==> src/logic/isaPkg.sv <==
`default_nettype none

package isaPkg;

    ////////////////////////////////////////////////////////////
    // Field encodings

    localparam logic [1:0] OP_DP  = 2'b00;
    localparam logic [1:0] OP_MEM = 2'b01;
    localparam logic [1:0] OP_BR  = 2'b10;

    localparam logic [3:0] MUL_PATTERN = 4'b1001; // Bits 7:4 of MUL
    localparam logic [3:0] DIV_PATTERN = 4'b1111; // Bits 7:4 of DIV
    localparam logic [3:0] PC_REG      = 4'd15;

    typedef enum logic [3:0] {
        EQ = 4'h0, NE = 4'h1, CS = 4'h2, CC = 4'h3,
        MI = 4'h4, PL = 4'h5, VS = 4'h6, VC = 4'h7,
        HI = 4'h8, LS = 4'h9, GE = 4'ha, LT = 4'hb,
        GT = 4'hc, LE = 4'hd, AL = 4'he
    } condT;

    typedef enum logic [3:0] {
        AND = 4'h0, EOR = 4'h1, SUB = 4'h2, RSB = 4'h3,
        ADD = 4'h4, ADC = 4'h5, SBC = 4'h6, RSC = 4'h7,
        TST = 4'h8, TEQ = 4'h9, CMP = 4'ha, CMN = 4'hb,
        ORR = 4'hc, MOV = 4'hd, BIC = 4'he, MVN = 4'hf
    } dpOpT;

    ////////////////////////////////////////////////////////////
    // Instruction formats

    typedef struct packed {
        condT        cond;
        logic [1:0]  op;
        logic        immFlag;
        dpOpT        opcode;
        logic        setFlags;
        logic [3:0]  rn;
        logic [3:0]  rd;
        logic [11:0] operand2;
    } dpFmtT;

    typedef struct packed {
        condT        cond;
        logic [1:0]  op;
        logic        iBar;      // Low selects immediate offset
        logic        pre;
        logic        up;
        logic        byteFlag;
        logic        writeBack;
        logic        load;
        logic [3:0]  rn;
        logic [3:0]  rd;
        logic [11:0] offset;
    } memFmtT;

    typedef struct packed {
        condT        cond;
        logic [1:0]  op;
        logic [1:0]  linkFunct;
        logic [23:0] imm24;
    } brFmtT;

    // Same 32 bits seen through each format
    typedef union packed {
        dpFmtT       dp;
        memFmtT      mem;
        brFmtT       br;
        logic [31:0] raw;
    } instrT;

endpackage

`default_nettype wire

==> src/logic/ctrlPkg.sv <==
`default_nettype none

package ctrlPkg;

    typedef struct packed {
        logic n;
        logic z;
        logic c;
        logic v;
    } flagsT;

    // ALU shares the DP opcode encoding and uses ADD for addresses
    typedef isaPkg::dpOpT aluOpT;

    ////////////////////////////////////////////////////////////
    // Control bundles

    typedef struct packed {
        logic       regW;
        logic       memW;
        logic       memToReg;
        logic       branch;
        logic       noWrite;   // Compare ops discard the result
        logic [3:0] flagW;     // Flag enables in n z c v order
        aluOpT      aluControl;
        logic [1:0] aluSrc;
        logic [1:0] immSrc;
        logic [2:0] regSrc;
        logic       mulDiv;
        logic       mCycleOp;  // 0 multiply, 1 divide
        logic       pcs;
    } decodeT;

    typedef struct packed {
        logic       pcSrc;
        logic       regWrite;
        logic       memWrite;
        logic       memToReg;
        logic [1:0] aluSrc;
        logic [1:0] immSrc;
        logic [2:0] regSrc;
        logic       mulDiv;
        logic       mCycleOp;
    } ctrlOutT;

endpackage

`default_nettype wire

==> src/logic/instrDecoder.sv <==
`timescale 1ns/1ps
`default_nettype none

module instrDecoder (
    input  isaPkg::instrT   instr,
    output ctrlPkg::decodeT dec
);
    import isaPkg::*;
    import ctrlPkg::*;

    logic       regW;
    logic       memW;
    logic       memToReg;
    logic       branch;
    logic       noWrite;
    logic [3:0] flagW;
    aluOpT      aluControl;
    logic [1:0] aluSrc;
    logic [1:0] immSrc;
    logic [2:0] regSrc;
    logic       mulDiv;
    logic       mCycleOp;
    logic       pcs;

    logic       isMul;
    logic       isDiv;
    logic       isLogical;
    logic       isCompare;

    // MUL sits in the register DP space with opcode AND
    assign isMul = (instr.dp.op == OP_DP) && !instr.dp.immFlag &&
                   (instr.dp.opcode == AND) &&
                   (instr.dp.operand2[7:4] == MUL_PATTERN);

    // DIV reuses an LDR encoding with every funct bit set
    assign isDiv = (instr.mem.op == OP_MEM) && (instr.raw[25:20] == 6'b111111) &&
                   (instr.mem.offset[7:4] == DIV_PATTERN);

    assign isLogical = instr.dp.opcode inside {AND, EOR, TST, TEQ, ORR, MOV, BIC, MVN};
    assign isCompare = instr.dp.opcode inside {TST, TEQ, CMP, CMN};

    ////////////////////////////////////////////////////////////
    // Main decoder

    always_comb begin
        regW     = 1'b0;
        memW     = 1'b0;
        memToReg = 1'b0;
        branch   = 1'b0;
        aluSrc   = 2'b00;
        immSrc   = 2'b00;
        regSrc   = 3'b000;
        mulDiv   = 1'b0;
        mCycleOp = 1'b0;

        case (instr.dp.op)
            OP_DP: begin
                if (isMul) begin
                    aluSrc = 2'b10;
                    regSrc = 3'b100;
                    mulDiv = 1'b1;
                end else begin
                    regW   = 1'b1;
                    aluSrc = {1'b0, instr.dp.immFlag};
                end
            end

            OP_MEM: begin
                immSrc = 2'b01;
                if (isDiv) begin
                    aluSrc   = 2'b10;
                    regSrc   = 3'b100;
                    mulDiv   = 1'b1;
                    mCycleOp = 1'b1;
                end else if (instr.mem.load) begin
                    regW     = 1'b1;
                    memToReg = 1'b1;
                    aluSrc   = {1'b0, ~instr.mem.iBar};
                end else begin
                    memW   = 1'b1;
                    aluSrc = {1'b0, ~instr.mem.iBar};
                    regSrc = 3'b010;   // Store data read from Rd
                end
            end

            OP_BR: begin
                branch = 1'b1;
                aluSrc = 2'b01;
                immSrc = 2'b10;
                regSrc = 3'b001;   // PC as first operand
            end

            default: begin
                branch = 1'b0;     // Op 11 is unused and has no side effects
            end
        endcase
    end

    ////////////////////////////////////////////////////////////
    // ALU decoder

    always_comb begin
        aluControl = ADD;
        flagW      = 4'b0000;
        noWrite    = 1'b0;

        if (!mulDiv) begin
            case (instr.dp.op)
                OP_DP: begin
                    aluControl = instr.dp.opcode;
                    // Compare with S clear ends up with no writes at all
                    noWrite    = isCompare;
                    if (instr.dp.setFlags) begin
                        flagW = isLogical ? 4'b1110 : 4'b1111;
                    end
                end

                OP_MEM: begin
                    aluControl = instr.mem.up ? ADD : SUB;
                end

                default: begin
                    aluControl = ADD;  // Branch target
                end
            endcase
        end
    end

    assign pcs = (regW && !noWrite && (instr.dp.rd == PC_REG)) || branch;

    assign dec = '{
        regW:       regW,
        memW:       memW,
        memToReg:   memToReg,
        branch:     branch,
        noWrite:    noWrite,
        flagW:      flagW,
        aluControl: aluControl,
        aluSrc:     aluSrc,
        immSrc:     immSrc,
        regSrc:     regSrc,
        mulDiv:     mulDiv,
        mCycleOp:   mCycleOp,
        pcs:        pcs
    };

endmodule

`default_nettype wire

==> src/logic/condLogic.sv <==
`timescale 1ns/1ps
`default_nettype none

module condLogic (
    input  logic             clk,
    input  logic             arstN,
    input  isaPkg::condT     cond,
    input  ctrlPkg::decodeT  dec,
    input  ctrlPkg::flagsT   aluFlags,
    output ctrlPkg::ctrlOutT ctrlOut,
    output ctrlPkg::flagsT   flags,
    output logic             carryIn
);
    import isaPkg::*;
    import ctrlPkg::*;

    logic  condEx;
    logic  writeEn;
    flagsT flagEn;

    ////////////////////////////////////////////////////////////
    // Condition check on stored flags

    always_comb begin
        case (cond)
            EQ:      condEx = flags.z;
            NE:      condEx = !flags.z;
            CS:      condEx = flags.c;
            CC:      condEx = !flags.c;
            MI:      condEx = flags.n;
            PL:      condEx = !flags.n;
            VS:      condEx = flags.v;
            VC:      condEx = !flags.v;
            HI:      condEx = flags.c && !flags.z;
            LS:      condEx = !flags.c || flags.z;
            GE:      condEx = (flags.n == flags.v);
            LT:      condEx = (flags.n != flags.v);
            GT:      condEx = !flags.z && (flags.n == flags.v);
            LE:      condEx = flags.z || (flags.n != flags.v);
            default: condEx = 1'b1;   // AL
        endcase
    end

    assign writeEn = condEx && arstN;   // Writes held off during reset
    assign flagEn  = flagsT'(dec.flagW & {4{condEx}});
    assign carryIn = flags.c;

    always_ff @(posedge clk or negedge arstN) begin
        if (!arstN) begin
            flags <= '0;
        end else begin
            if (flagEn.n) flags.n <= aluFlags.n;
            if (flagEn.z) flags.z <= aluFlags.z;
            if (flagEn.c) flags.c <= aluFlags.c;
            if (flagEn.v) flags.v <= aluFlags.v;   // Logical ops keep V
        end
    end

    always_comb begin
        ctrlOut.pcSrc    = dec.pcs && writeEn;
        ctrlOut.regWrite = dec.regW && !dec.noWrite && writeEn;
        ctrlOut.memWrite = dec.memW && writeEn;
        ctrlOut.memToReg = dec.memToReg;
        ctrlOut.aluSrc   = dec.aluSrc;
        ctrlOut.immSrc   = dec.immSrc;
        ctrlOut.regSrc   = dec.regSrc;
        ctrlOut.mulDiv   = dec.mulDiv && writeEn;
        ctrlOut.mCycleOp = dec.mCycleOp;
    end

endmodule

`default_nettype wire

==> src/logic/alu.sv <==
`timescale 1ns/1ps
`default_nettype none

module alu (
    input  logic [31:0]    srcA,
    input  logic [31:0]    srcB,
    input  ctrlPkg::aluOpT aluControl,
    input  logic           carryIn,
    output logic [31:0]    aluResult,
    output ctrlPkg::flagsT aluFlags
);
    import isaPkg::*;

    logic [31:0] addA;
    logic [31:0] addB;
    logic        addCin;
    logic [32:0] sum;
    logic        isArith;
    logic        overflow;

    ////////////////////////////////////////////////////////////
    // Operand steering for the shared adder

    always_comb begin
        addA   = srcA;
        addB   = srcB;
        addCin = 1'b0;
        case (aluControl)
            SUB, CMP: begin
                addB   = ~srcB;
                addCin = 1'b1;
            end
            RSB: begin
                addA   = srcB;
                addB   = ~srcA;
                addCin = 1'b1;
            end
            ADC: addCin = carryIn;
            SBC: begin
                addB   = ~srcB;
                addCin = carryIn;   // Borrow is inverted carry
            end
            RSC: begin
                addA   = srcB;
                addB   = ~srcA;
                addCin = carryIn;
            end
            default: addCin = 1'b0; // ADD, CMN
        endcase
    end

    assign sum      = {1'b0, addA} + {1'b0, addB} + {32'd0, addCin};
    assign overflow = (addA[31] == addB[31]) && (sum[31] != addA[31]);
    assign isArith  = aluControl inside {SUB, RSB, ADD, ADC, SBC, RSC, CMP, CMN};

    always_comb begin
        case (aluControl)
            AND, TST: aluResult = srcA & srcB;
            EOR, TEQ: aluResult = srcA ^ srcB;
            ORR:      aluResult = srcA | srcB;
            MOV:      aluResult = srcB;
            BIC:      aluResult = srcA & ~srcB;
            MVN:      aluResult = ~srcB;
            default:  aluResult = sum[31:0];
        endcase
    end

    // No shifter, so logical ops carry out zero
    assign aluFlags.n = aluResult[31];
    assign aluFlags.z = (aluResult == 32'd0);
    assign aluFlags.c = isArith && sum[32];
    assign aluFlags.v = isArith && overflow;

endmodule

`default_nettype wire

==> src/logic/controlPath.sv <==
`timescale 1ns/1ps
`default_nettype none

module controlPath (
    input  logic             clk,
    input  logic             arstN,
    input  isaPkg::instrT    instr,
    input  logic [31:0]      srcA,
    input  logic [31:0]      srcB,
    output logic [31:0]      aluResult,
    output ctrlPkg::ctrlOutT ctrlOut,
    output ctrlPkg::flagsT   flags
);
    import ctrlPkg::*;

    decodeT dec;
    flagsT  aluFlags;
    logic   carryIn;

    instrDecoder decoder_i (
        .instr (instr),
        .dec   (dec)
    );

    condLogic condLogic_i (
        .clk      (clk),
        .arstN    (arstN),
        .cond     (instr.dp.cond),   // Same bits in every format
        .dec      (dec),
        .aluFlags (aluFlags),
        .ctrlOut  (ctrlOut),
        .flags    (flags),
        .carryIn  (carryIn)
    );

    alu alu_i (
        .srcA       (srcA),
        .srcB       (srcB),
        .aluControl (dec.aluControl),
        .carryIn    (carryIn),
        .aluResult  (aluResult),
        .aluFlags   (aluFlags)
    );

endmodule

`default_nettype wire

==> config.mk <==
export PLATFORM = sky130hd
export DESIGN_NAME = controlPath
export DESIGN_NICKNAME = d
export VERILOG_FILES = /design/src/logic/isaPkg.sv /design/src/logic/ctrlPkg.sv /design/src/logic/instrDecoder.sv /design/src/logic/condLogic.sv /design/src/logic/alu.sv /design/src/logic/controlPath.sv
export SDC_FILE = /design/constraint.sdc
export NUM_CORES = 1
export LEC_CHECK = 0
export ABC_AREA = 1
export BUFFER_PORTS_ARGS = -buffer_cell sky130_fd_sc_hd__buf_2
export CAP_MARGIN = 20
export CORE_UTILIZATION = 50
export DETAILED_ROUTE_END_ITERATION = 12
export PLACE_DENSITY = 0.75
export SYNTH_ARGS = -nofsm -noshare
export SYNTH_HDL_FRONTEND = slang
export SYNTH_HIERARCHICAL = 1
export SYNTH_SLANG_ARGS = --single-unit
==> constraint.sdc <==
create_clock -name clk -period 4.9 [get_ports clk]
set_input_delay 0.49 -clock clk [delete_from_list [all_inputs] [get_ports clk]]
set_output_delay 0.49 -clock clk [all_outputs]
set_load 0.03 [all_outputs]
==> Word-level counts from Yosys, hierarchy flattened <==
Cells that the tools add are included.
W data, S select, Z words.
{ "word_totals": {"ff_bits": 4, "input_bits": 98, "output_inout_bits": 49} }
{ "classes": {"n_addsub": 2, "n_eq_ne": 47, "mux": 35, "bitwise_logic": 8, "reduce_logical": 40} }
{ "ops": {"columns": ["op", "count"], "rows": [
  ["$pmux W32 S6", 1],
  ["$eq A4 B4 Y1 const B", 25],
  ["$and A32 B32 Y32", 2],
  ["$not A32 Y32", 2],
  ["$pmux W32 S2", 1],
  ["$add A32 B32 Y33", 1],
  ["$add A33 B1 Y33", 1],
  ["$eq A4 B3 Y1 const B", 8],
  ["$logic_not A32 Y1", 1],
  ["$mux W32", 1],
  ["$or A32 B32 Y32", 1],
  ["$xor A32 B32 Y32", 1],
  ["$logic_and A1 B1 Y1", 17],
  ["$eq A4 B2 Y1 const B", 4],
  ["$mux W4", 4],
  ["$reduce_bool A8 Y1", 2],
  ["$mux W1", 14],
  ["$pmux W1 S14", 1],
  ["$eq A4 B1 Y1 const B", 3],
  ["$logic_not A4 Y1", 3],
  ["$mux W3", 3],
  ["$pmux W3 S3", 1],
  ["$reduce_or A3 Y1", 3],
  ["$pmux W4 S2", 1],
  ["other kinds (16)", 31]
]} }

==> Depth between registers and ports, before layout <==
Gate-level depths: netlist of run 1.
{ "logic_depth": {"depth_word": 15, "depth_mapped": 32, "depth_no_buf": 31} }

==> Cells and area by module <==
The synthesis of run 1 kept the hierarchy.
{ "by_module_without_submodules": {"columns": ["mod", "n_inst", "cells_each", "area_per_inst_um2", "seq_area_each_um2"], "rows": [
  ["alu", 1, 1133, 5639.2, 0.0],
  ["condLogic", 1, 89, 521.8, 100.1],
  ["instrDecoder", 1, 80, 395.4, 0.0]
]} }

==> Least setup slack after synthesis of run 1 <==
No wires, ideal clock.
{ "synth_timing": {"kind": "input-to-output", "startpoint": "in instr[27] (netlist bit)", "endpoint": "out aluResult[22]", "arrival_ps": 3771, "t_required_ps": 4410, "setup_slack_ps": 639, "cell_stages": 21, "path_cell_list": "nor2_2 > inv_1 > o22ai_1 > nand2_1 > nor2_1 > clkbuf_1 > clkbuf_1 > o21ai_0 > fa_1 > fa_1 > nand3_1 > nand3_1 > nand2_1 > nand2_1 > nand2_1 > nand2_1 > nand2_1 > nand3_1 > nand2_1 > nand3_1 > nand2_1"} }
{ "synth_rtl": {"columns": ["item", "line", "rtl"], "rows": [
  ["start: declaration", "controlPath.sv:7", "input isaPkg::instrT instr,"],
  ["end: declaration", "controlPath.sv:10", "output logic [31:0] aluResult,"]
]} }

==> out/qor.yml, run 1 <==
floorplan.rows: 41
powerDensity_nw_per_um2: 180
die_x_um: 116
path_class: "primary input to primary output"
slew_violations: 0
grt_pass1_vias: 7366
routabilityCongestion: 0.968
antenna_cells: 0
grt-ovfl-total: 0
h-tree-depth: 1
start_util_pct: 51.7
maxCapViolCount: 0
antenna_found_initial: 0
ys_warn_count: 6
dp_cells: 1556
max_slew.worst_pin.slew_ns: 0.986
fin_crit_ns: 4.56
drt-initial-drc-count: 832
pre_cts_ws_ns: 0.281
p_comb_share_pct: 85.9
setup_violations: 0
ctsHoldBuffers: 0
cts_buffers: 3
rsz0062_at_grt: "false"
grt_usage_pct: 32.3
critPathMaxFanout: 62
syn_inst: 1301
wl_per_cell_um: 14.1
cts_root_buffer: "clkbuf_16"
cts_tree: "yes"
reg2reg_depth: 16
cts.sink_count: 4
r2r_slack_ns: 1.60
vdd_drop_max_v: 0.000123
pin_count: 147
clk_latency_ns: 0.23
r2r_start: "condLogic_i/carryIn"
syn_area_per_cell_sq_um: 5.03
p_sw_share_pct: 60.9
dp_hpwl_um: 17300
hold_path.class: "primary input to async pin"
viasPerCell: 5.51
setup_ws_ns: 0.340
utilization_pct: 57.6
cts-resized-gates: 0
timing.setup.tns_ns: 0
final-instance-count-excl-fill: 1559
ant_nets: 0
drc: 0
wl_um: 22000
p_clk_share_pct: 10.0
r2r-end: "condLogic_i/flags[2]"
worstPathRequired_ns: 4.41
first_pass_iters: 7
areaGrowthSynthToFinish_pct: 11.4
maxSlewHeadroom_pct: 34.0
cp-start-kind: "primary input"
netlist_area_sq_um: 6550
pwr-share-seq_pct: 4.1
crit_path_end_kind: "primary output"
post-route-period-util_pct: 93.1
grt_pass1_wl_um: 34900
drive_above_1_share_pct: 16.2
die_h_um: 116
core_area_sq_um: 12700
p_sw_w: 0.000800
nets: 1552
syn_nets: 1464
cts_max_path_buffers: 2
intPower_w: 0.000513
fmax_ghz: 0.219
outcome: "completed"
grt_max_degree: 64
vias: 8588
io_buffers: 134
post-cts-setup-buffers: 0
arrival_ns: 4.07
clock_skew_ns: 0.00232
p_leak_nw: 4.21
cts.clk_slew.worst_paths_ns: 0.03
hold_viol_final: 0
dieArea_sq_um: 13600
per-layer routing:
| layer | vias up | share of wire [%] | global-route usage [%] |
|---|---|---|---|
| li1 | 4338 | - | - |
| met1 | 3816 | 43 | 43.2 |
| met2 | 393 | 45 | 55.0 |
| met3 | 41 | 9.2 | 2.65 |
| met4 | 0 | 2.1 | 9.32 |
| met5 | - | 0 | 0 |
critical path, cell delays in order:
cell	delay [ns]
buf_2	0.12
inv_1	0.09
nand2_2	0.10
nor2_2	0.11
nand3_2	0.14
nand4_1	0.17
nand2_2	0.11
inv_2	0.13
nor2_1	0.06
inv_2	0.08
buf_12	0.26
o22ai_1	0.11
a31o_2	0.23
ha_1	0.36
a21oi_1	0.28
o21ai_0	0.18
a21oi_2	0.19
nor2_1	0.06
nor2_1	0.14
nand2_1	0.11
nand2_1	0.07
nand3_1	0.12
inv_1	0.11
buf_2	0.20
metrics by stage:
| stage | hold WS, ns | total power, W | cell area (sq um) |
|---|---|---|---|
| after CTS | 0.0977 | 0.00130 | 7280 |
| after global placement | 0.336 | 0.00114 | 7200 |
| after detailed placement | 0.336 | 0.00116 | 7200 |
| final | 0.0937 | 0.00131 | 7300 |
| after global routing | 0.102 | 0.00145 | 7300 |
| after floorplan | 0.194 | 0.000863 | 6550 |
registers in the layout, indices dropped and copies added (netlist names):
| register | flops |
|---|---|
| condLogic_i/flags | 3 |
| condLogic_i/carryIn | 1 |
cells in the final DEF (no fill, tap or decap), types with 7 or more instances in the layout:
cell,n
inv_2,7
inv_1,206
nor3_1,19
o21ai_0,73
a31o_2,32
nor2_2,12
o211ai_1,14
nand2_1,448
a21oi_1,43
xor2_1,7
buf_4,11
o22ai_1,34
a211oi_1,8
nand3b_1,16
nor2_1,126
buf_2,134
nand2_2,9
ha_1,63
nand4_1,14
nand3_1,71
power by group through the flow:
stage	Sequential (W)	Clock, W	Combinational (W)
6_report	0.0000540	0.000131	0.00113
5_1_grt	0.0000563	0.000136	0.00126
4_1_cts	0.0000533	0.000132	0.00111
3_5_place_dp	0.0000537	0	0.00110
3_3_place_gp	0.0000540	0	0.00109
2_1_floorplan	0.0000608	0	0.000802
final cells by class:
class	count	area, sq um
tap	172	215
inverter	214	803
timing repair buffer	147	793
fill	1358	5370
multi-input combinational	1019	5310
clock buffer	3	75.1
sequential	4	100
how the worst max path moves through the flow:
stage | slack [ns] | endpoint | cells after the start | start
2_1_floorplan | 0.64 | aluResult[22] | 21 | instr[27]
3_3_place_gp | 0.32 | aluResult[30] | 24 | instr[27]
3_5_place_dp | 0.28 | aluResult[30] | 24 | instr[27]
4_1_cts | 0.26 | aluResult[30] | 24 | instr[27]
5_1_grt | 0.02 | aluResult[31] | 24 | instr[27]
6_report | 0.34 | aluResult[31] | 24 | instr[27]
(Power assumes the default switching activity.)
==> run 2, diff against run 1 <==
- CORE_ASPECT_RATIO: unset -> 0.6
- GPL_TIMING_DRIVEN: unset -> 0
- PLACE_DENSITY: 0.75 -> 0.74
- SYNTH_HIERARCHICAL: 1 -> unset
==> out/qor.yml, run 2 <==
crit_path_end_kind: "primary output"
worstPathRequired_ns: 4.41
syn_inst: 1361
io_buffers: 134
post-route-period-util_pct: 96.7
cts_root_buffer: "clkbuf_16"
crit_top_cell: "nand2_1"
cts_tree: "yes"
floorplan.rows: 32
hold_viol_final: 0
yosysTopAreaCell: "nand2_1"
max_stage_delay_ns: 0.46
critPathMaxFanout: 10
grt-ovfl-total: 0
areaGrowthSynthToFinish_pct: 15.2
fin_total_pwr_w: 0.00136
critPathSlowestCell: "fa_2"
core_area_sq_um: 12900
setup_violations: 0
rsz0062_at_grt: "true"
grt_pass1_vias: 7792
viasPerCell: 5.52
arrival_ns: 4.25
syn_nets: 1524
clock_skew_ns: 0.000210
largest_reg_flops: 3
wl_um: 26900
nFillCells: 1423
crit_chain: "buf_2 -> nor2_4 -> nand2_1 -> nand2_2 -> nand2_2 -> o22ai_2 -> clkbuf_2 -> o21ai_0 -> fa_2 -> fa_2 -> nand2_1 -> nand2_1 -> nand3_1 -> nand2_1 -> nand2_1 -> nand2_1 -> nand2_1 -> nand2_1 -> nand2_1 -> nand3_1 -> nand2_1 -> buf_2"
h-tree-depth: 1
r2r_slack_ns: 1.33
r2r-end: "condLogic_i.flags[2]"
outcome: "completed"
antenna_cells: 0
dp_cells: 1665
start_util_pct: 51.4
cts.sink_count: 4
pwr-share-seq_pct: 3.9
p_comb_share_pct: 86.6
wl_per_cell_um: 16.1
grt_pass1_wl_um: 41200
async_reset_ff_share_pct: 100
powerDensity_nw_per_um2: 178
hold_path.class: "primary input to async pin"
final-instance-count-excl-fill: 1669
drc: 0
p_leak_nw: 4.67
antenna_found_initial: 0
reg2reg_depth: 19
synth_top_area_share_pct: 27.2
r2r_start: "condLogic_i.carryIn"
dieArea_sq_um: 13700
dpl_cell_area_sq_um: 7510
grt_usage_pct: 38.7
final_common_cell: "nand2_1"
p_sw_share_pct: 61.9
vdd_drop_max_v: 0.000140
synth-seq-area-share_pct: 1.51
p_sw_w: 0.000842
cts_buffers: 3
maxCapViolCount: 0
routabilityCongestion: 1.01
nets: 1664
fmax_ghz: 0.211
regMostFlops: "condLogic_i.flags"
netlist_area_sq_um: 6630
path_class: "primary input to primary output"
synthFlopType: "dfrtp_1"
first_pass_iters: 8
intPower_w: 0.000517
ant_nets: 0
drive_above_1_share_pct: 13.6
clk_latency_ns: 0.23
synthTopCellsByArea: "nand2_1, inv_1, ha_1, o21ai_0, nor2_1"
pin_count: 147
cts_max_path_buffers: 2
die_h_um: 91.2
drt-initial-drc-count: 1117
synthTopCellsByCount: "nand2_1, inv_1, nor2_1"
yosysUniqueCellTypes: 39
ys_ff_latch: 4
dp_hpwl_um: 21600
ys_warn_count: 0
synth_most_common_cell: "nand2_1"
final_cell_area_sq_um: 7640
grt_max_degree: 20
vias: 9211
slew_violations: 0
regArea_sq_um: 100
multiInputGateArea_sq_um: 5370
cts.clk_slew.worst_paths_ns: 0.03
syn_area_per_cell_sq_um: 4.87
maxSlewHeadroom_pct: 39.2
cp-start-kind: "primary input"
synth-edff-count: 0
fin_crit_ns: 4.74
p_clk_share_pct: 9.5
die_x_um: 151
max_slew.worst_pin.slew_ns: 0.912
final_cell_mix: "nand2_1, inv_1, buf_2"
## run 2: cell count changes in the layout (fill, tap and decap cells not counted), moves of 11 or more
cell      before  now
buf_2        134  150
clkbuf_1       0   12
a31o_2        32    0
nor3_1        19    4
o22ai_1       34    3
nand2_1      448  481
inv_1        206  242
a21oi_1       43   58
nand3_1       71   82
o21ai_0       73  100
a22oi_1        0   32
nand4_1       14   28
## run 2: worst max path at each step
stage | startpoint | to | cells after the start | slack [ns]
after CTS | instr[27] | aluResult[28] | 21 | 0.02
after global placement | instr[27] | condLogic_i.flags[2] | 24 | -0.40
after global routing | instr[26] | aluResult[31] | 23 | 0.001
after detailed placement | instr[27] | condLogic_i.flags[2] | 25 | -0.34
after floorplan | instr[27] | aluResult[28] | 22 | 0.86
final | instr[27] | aluResult[28] | 22 | 0.16
## run 2: what timing repair did
action / in CTS / in global routing
hold buffers: 0 / 0
resized for setup: 6 / 14
endpoints found under the setup margin: 12 / 19
pin swaps: 0 / 1
setup buffers: 0 / 2
## run 2: kinds of logic after synthesis
| group | after synthesis | share of synthesized area, % |
|---|---|---|
| and+or+nand+nor | 772 | 48.9 |
| buffers and inverters | 296 | 17.7 |
| AOI/OAI and AO/OA | 213 | 17.9 |
| adders and majority gates | 65 | 12.5 |
| xor gates and xnor gates | 11 | 1.45 |
| DFF | 4 | 1.51 |
## run 2: area by class of cell
type	count	share of cell area (%)
Inverter	248	12.2
Multi-Input combinational cell	1061	70.3
Buffer	47	3.41
Clock buffer	3	0.983
Timing Repair Buffer	136	8.98
Tap cell	170	2.79
Sequential cell	4	1.31
## run 2: power groups by stage
stage	Combinational, W	Clock [W]	Sequential (W)
5_1_grt	0.00130	0.000133	0.0000531
3_5_place_dp	0.00114	0	0.0000528
3_3_place_gp	0.00112	0	0.0000522
4_1_cts	0.00114	0.000129	0.0000524
2_1_floorplan	0.000804	0	0.0000622
6_report	0.00118	0.000129	0.0000526
## run 2: stage by stage
stage / util (%) / TNS (ns) / setup WS (ns) / hold slack, ns
2_1_floorplan: - / 0 / 0.863 / 0.194
3_3_place_gp: 58.3 / -2.44 / -0.405 / 0.310
3_5_place_dp: 58.3 / -2.22 / -0.342 / 0.317
4_1_cts: 58.9 / 0 / 0.0194 / 0.0769
5_1_grt: 59.2 / 0 / 0.00131 / 0.0848
6_report: 59.2 / 0 / 0.164 / 0.0772
## run 2: worst max-delay path: cells and delay by family
family	cells	cell delay, ns
fa+ha+maj	2	0.88
compound gates	2	0.41
buf+inv	3	0.64
simple gates	15	1.81
## run 2: layer usage
metal  up-vias  wire length [um]  track usage, %
met5         -                 0               0
met1      3996             12000            56.6
li1       4576                 -               -
met4         0               798            10.2
met2       570             10300            55.0
met3        69              3750            9.45
==> run 3, diff against run 2 <==
==> constraint.sdc (replaced) <==
create_clock -name clk -period 4.8 [get_ports clk]
set_input_delay 0.72 -clock clk [delete_from_list [all_inputs] [get_ports clk]]
set_output_delay 0.72 -clock clk [all_outputs]
set_load 0.03 [all_outputs]
==> out/qor.yml, run 3 (synthesized netlist as in run 2, its figures left out) <==
hold_viol_final: 0
largest_reg_flops: 3
fmax_ghz: 0.214
viasPerCell: 5.51
routed.top_layer: "met4"
rsz0062_at_grt: "false"
p_comb_share_pct: 86.9
dieArea_sq_um: 13700
max_slew.worst_pin.slew_ns: 0.927
timing.setup.tns_ns: 0
grt_max_degree: 17
h-tree-depth: 1
drt-initial-drc-count: 1055
pwr-share-seq_pct: 3.8
drive_above_1_share_pct: 15.6
crit_path_end_kind: "primary output"
wl_um: 27300
areaGrowthSynthToFinish_pct: 18.1
die_h_um: 91.2
p_sw_w: 0.000871
fin_crit_ns: 4.68
hold_path.class: "primary input to async pin"
start_util_pct: 51.4
cts_tree: "yes"
cts_max_path_buffers: 2
setup_violations: 0
post-route-period-util_pct: 97.5
arrival_ns: 3.96
cts.clk_slew.worst_paths_ns: 0.03
routabilityCongestion: 1.01
final_common_cell: "nand2_1"
dp_hpwl_um: 21600
max_stage_delay_ns: 0.40
path_class: "primary input to primary output"
pin_count: 147
r2r-end: "condLogic_i.flags[2]"
grt-ovfl-total: 0
intPower_w: 0.000547
p_clk_share_pct: 9.3
wl_met1_um: 12000
r2r_start: "condLogic_i.carryIn"
vias: 9250
floorplan.rows: 32
slew_violations: 0
worstPathRequired_ns: 4.08
clk_latency_ns: 0.23
final_cell_mix: "nand2_1, inv_1, buf_2"
cts.sink_count: 4
cp-start-kind: "primary input"
grt_pass1_vias: 7858
first_pass_iters: 9
io_buffers: 134
p_sw_share_pct: 61.4
r2r_slack_ns: 1.37
maxCapViolCount: 0
grt_pass1_wl_um: 41300
critPathSlowestCell: "fa_2"
fin_hold_ws_ns: 0.306
dr_wl_met3_um: 3990
die_x_um: 151
critPathMaxFanout: 10
core_area_sq_um: 12900
cts_buffers: 3
p_leak_nw: 4.77
clock_skew_ns: 0.000578
ant_nets: 0
maxSlewHeadroom_pct: 38.2
antenna_cells: 0
crit_chain: "buf_2 -> inv_2 -> nand4_1 -> nor2_4 -> buf_4 -> clkbuf_2 -> a22oi_1 -> o21ai_1 -> fa_2 -> fa_2 -> nand2_1 -> nand2_1 -> nand3_1 -> nand2_2 -> nand2_2 -> nand2_2 -> nand2_1 -> nand2_1 -> nand2_1 -> nand3_1 -> nand2_1 -> buf_4"
outcome: "completed"
utilization_pct: 60.8
reg2reg_depth: 19
antenna_found_initial: 0
fin_total_pwr_w: 0.00142
powerDensity_nw_per_um2: 181
nets: 1674
regMostFlops: "condLogic_i.flags"
vdd_drop_max_v: 0.000142
crit_top_cell: "nand2_1"
wl_per_cell_um: 16.2
grt_usage_pct: 38.8
cts_root_buffer: "clkbuf_16"
drc: 0
met2_wirelength_um: 10600
-- run 3: cell type report --
type / instances / area (sq um)
multi-input combinational: 1061 / 5450
fill: 1383 / 5060
inverter: 248 / 931
timing repair buffer: 146 / 768
buffer: 47 / 300
tap: 170 / 213
sequential: 4 / 100
clock buffer: 3 / 75.1
-- run 3: what timing repair did --
action                                  CTS  global route
gates cloned                              0             0
resized for setup                        34            33
pin swaps                                 4             7
buffers inserted                          5             7
endpoints found under the setup margin   33            25
hold buffers                              0             0
-- run 3: worst max-delay path by stage --
stage	slack, ns	to	from	cells past startpoint
5_1_grt	0.004	aluResult[31]	instr[26]	22
6_report	0.12	aluResult[28]	instr[26]	22
4_1_cts	0.008	aluResult[31]	instr[26]	23
2_1_floorplan	0.30	aluResult[28]	instr[27]	22
3_5_place_dp	-0.89	aluResult[28]	instr[27]	22
3_3_place_gp	-0.88	aluResult[28]	instr[27]	21
-- run 3: power groups by stage --
stage | registers, W | logic, W | clock network, W
2_1_floorplan | 0.0000635 | 0.000821 | 0
3_3_place_gp | 0.0000533 | 0.00115 | 0
3_5_place_dp | 0.0000539 | 0.00116 | 0
4_1_cts | 0.0000535 | 0.00118 | 0.000132
5_1_grt | 0.0000542 | 0.00135 | 0.000136
6_report | 0.0000537 | 0.00123 | 0.000132
-- run 3: metal layers --
| metal | vias up | GRT usage, % |
|---|---|---|
| li1 | 4593 | - |
| met1 | 3997 | 56.5 |
| met2 | 593 | 55.0 |
| met3 | 67 | 9.70 |
| met4 | 0 | 10.8 |
| met5 | - | 0 |
-- run 3: metrics by stage --
stage          std cells  area, sq um  setup slack [ns]
2_1_floorplan       1361         6630             0.303
3_3_place_gp        1665         7510            -0.880
3_5_place_dp        1665         7510            -0.888
4_1_cts             1672         7710           0.00764
5_1_grt             1679         7830           0.00380
6_report            1679         7830             0.122
-- run 3: worst max-delay path, delay by kind of cell --
family	cells	cell delay, ns
simple gates	13	1.30
fa+ha+maj	2	0.78
compound gates	2	0.35
buf+inv	5	0.80
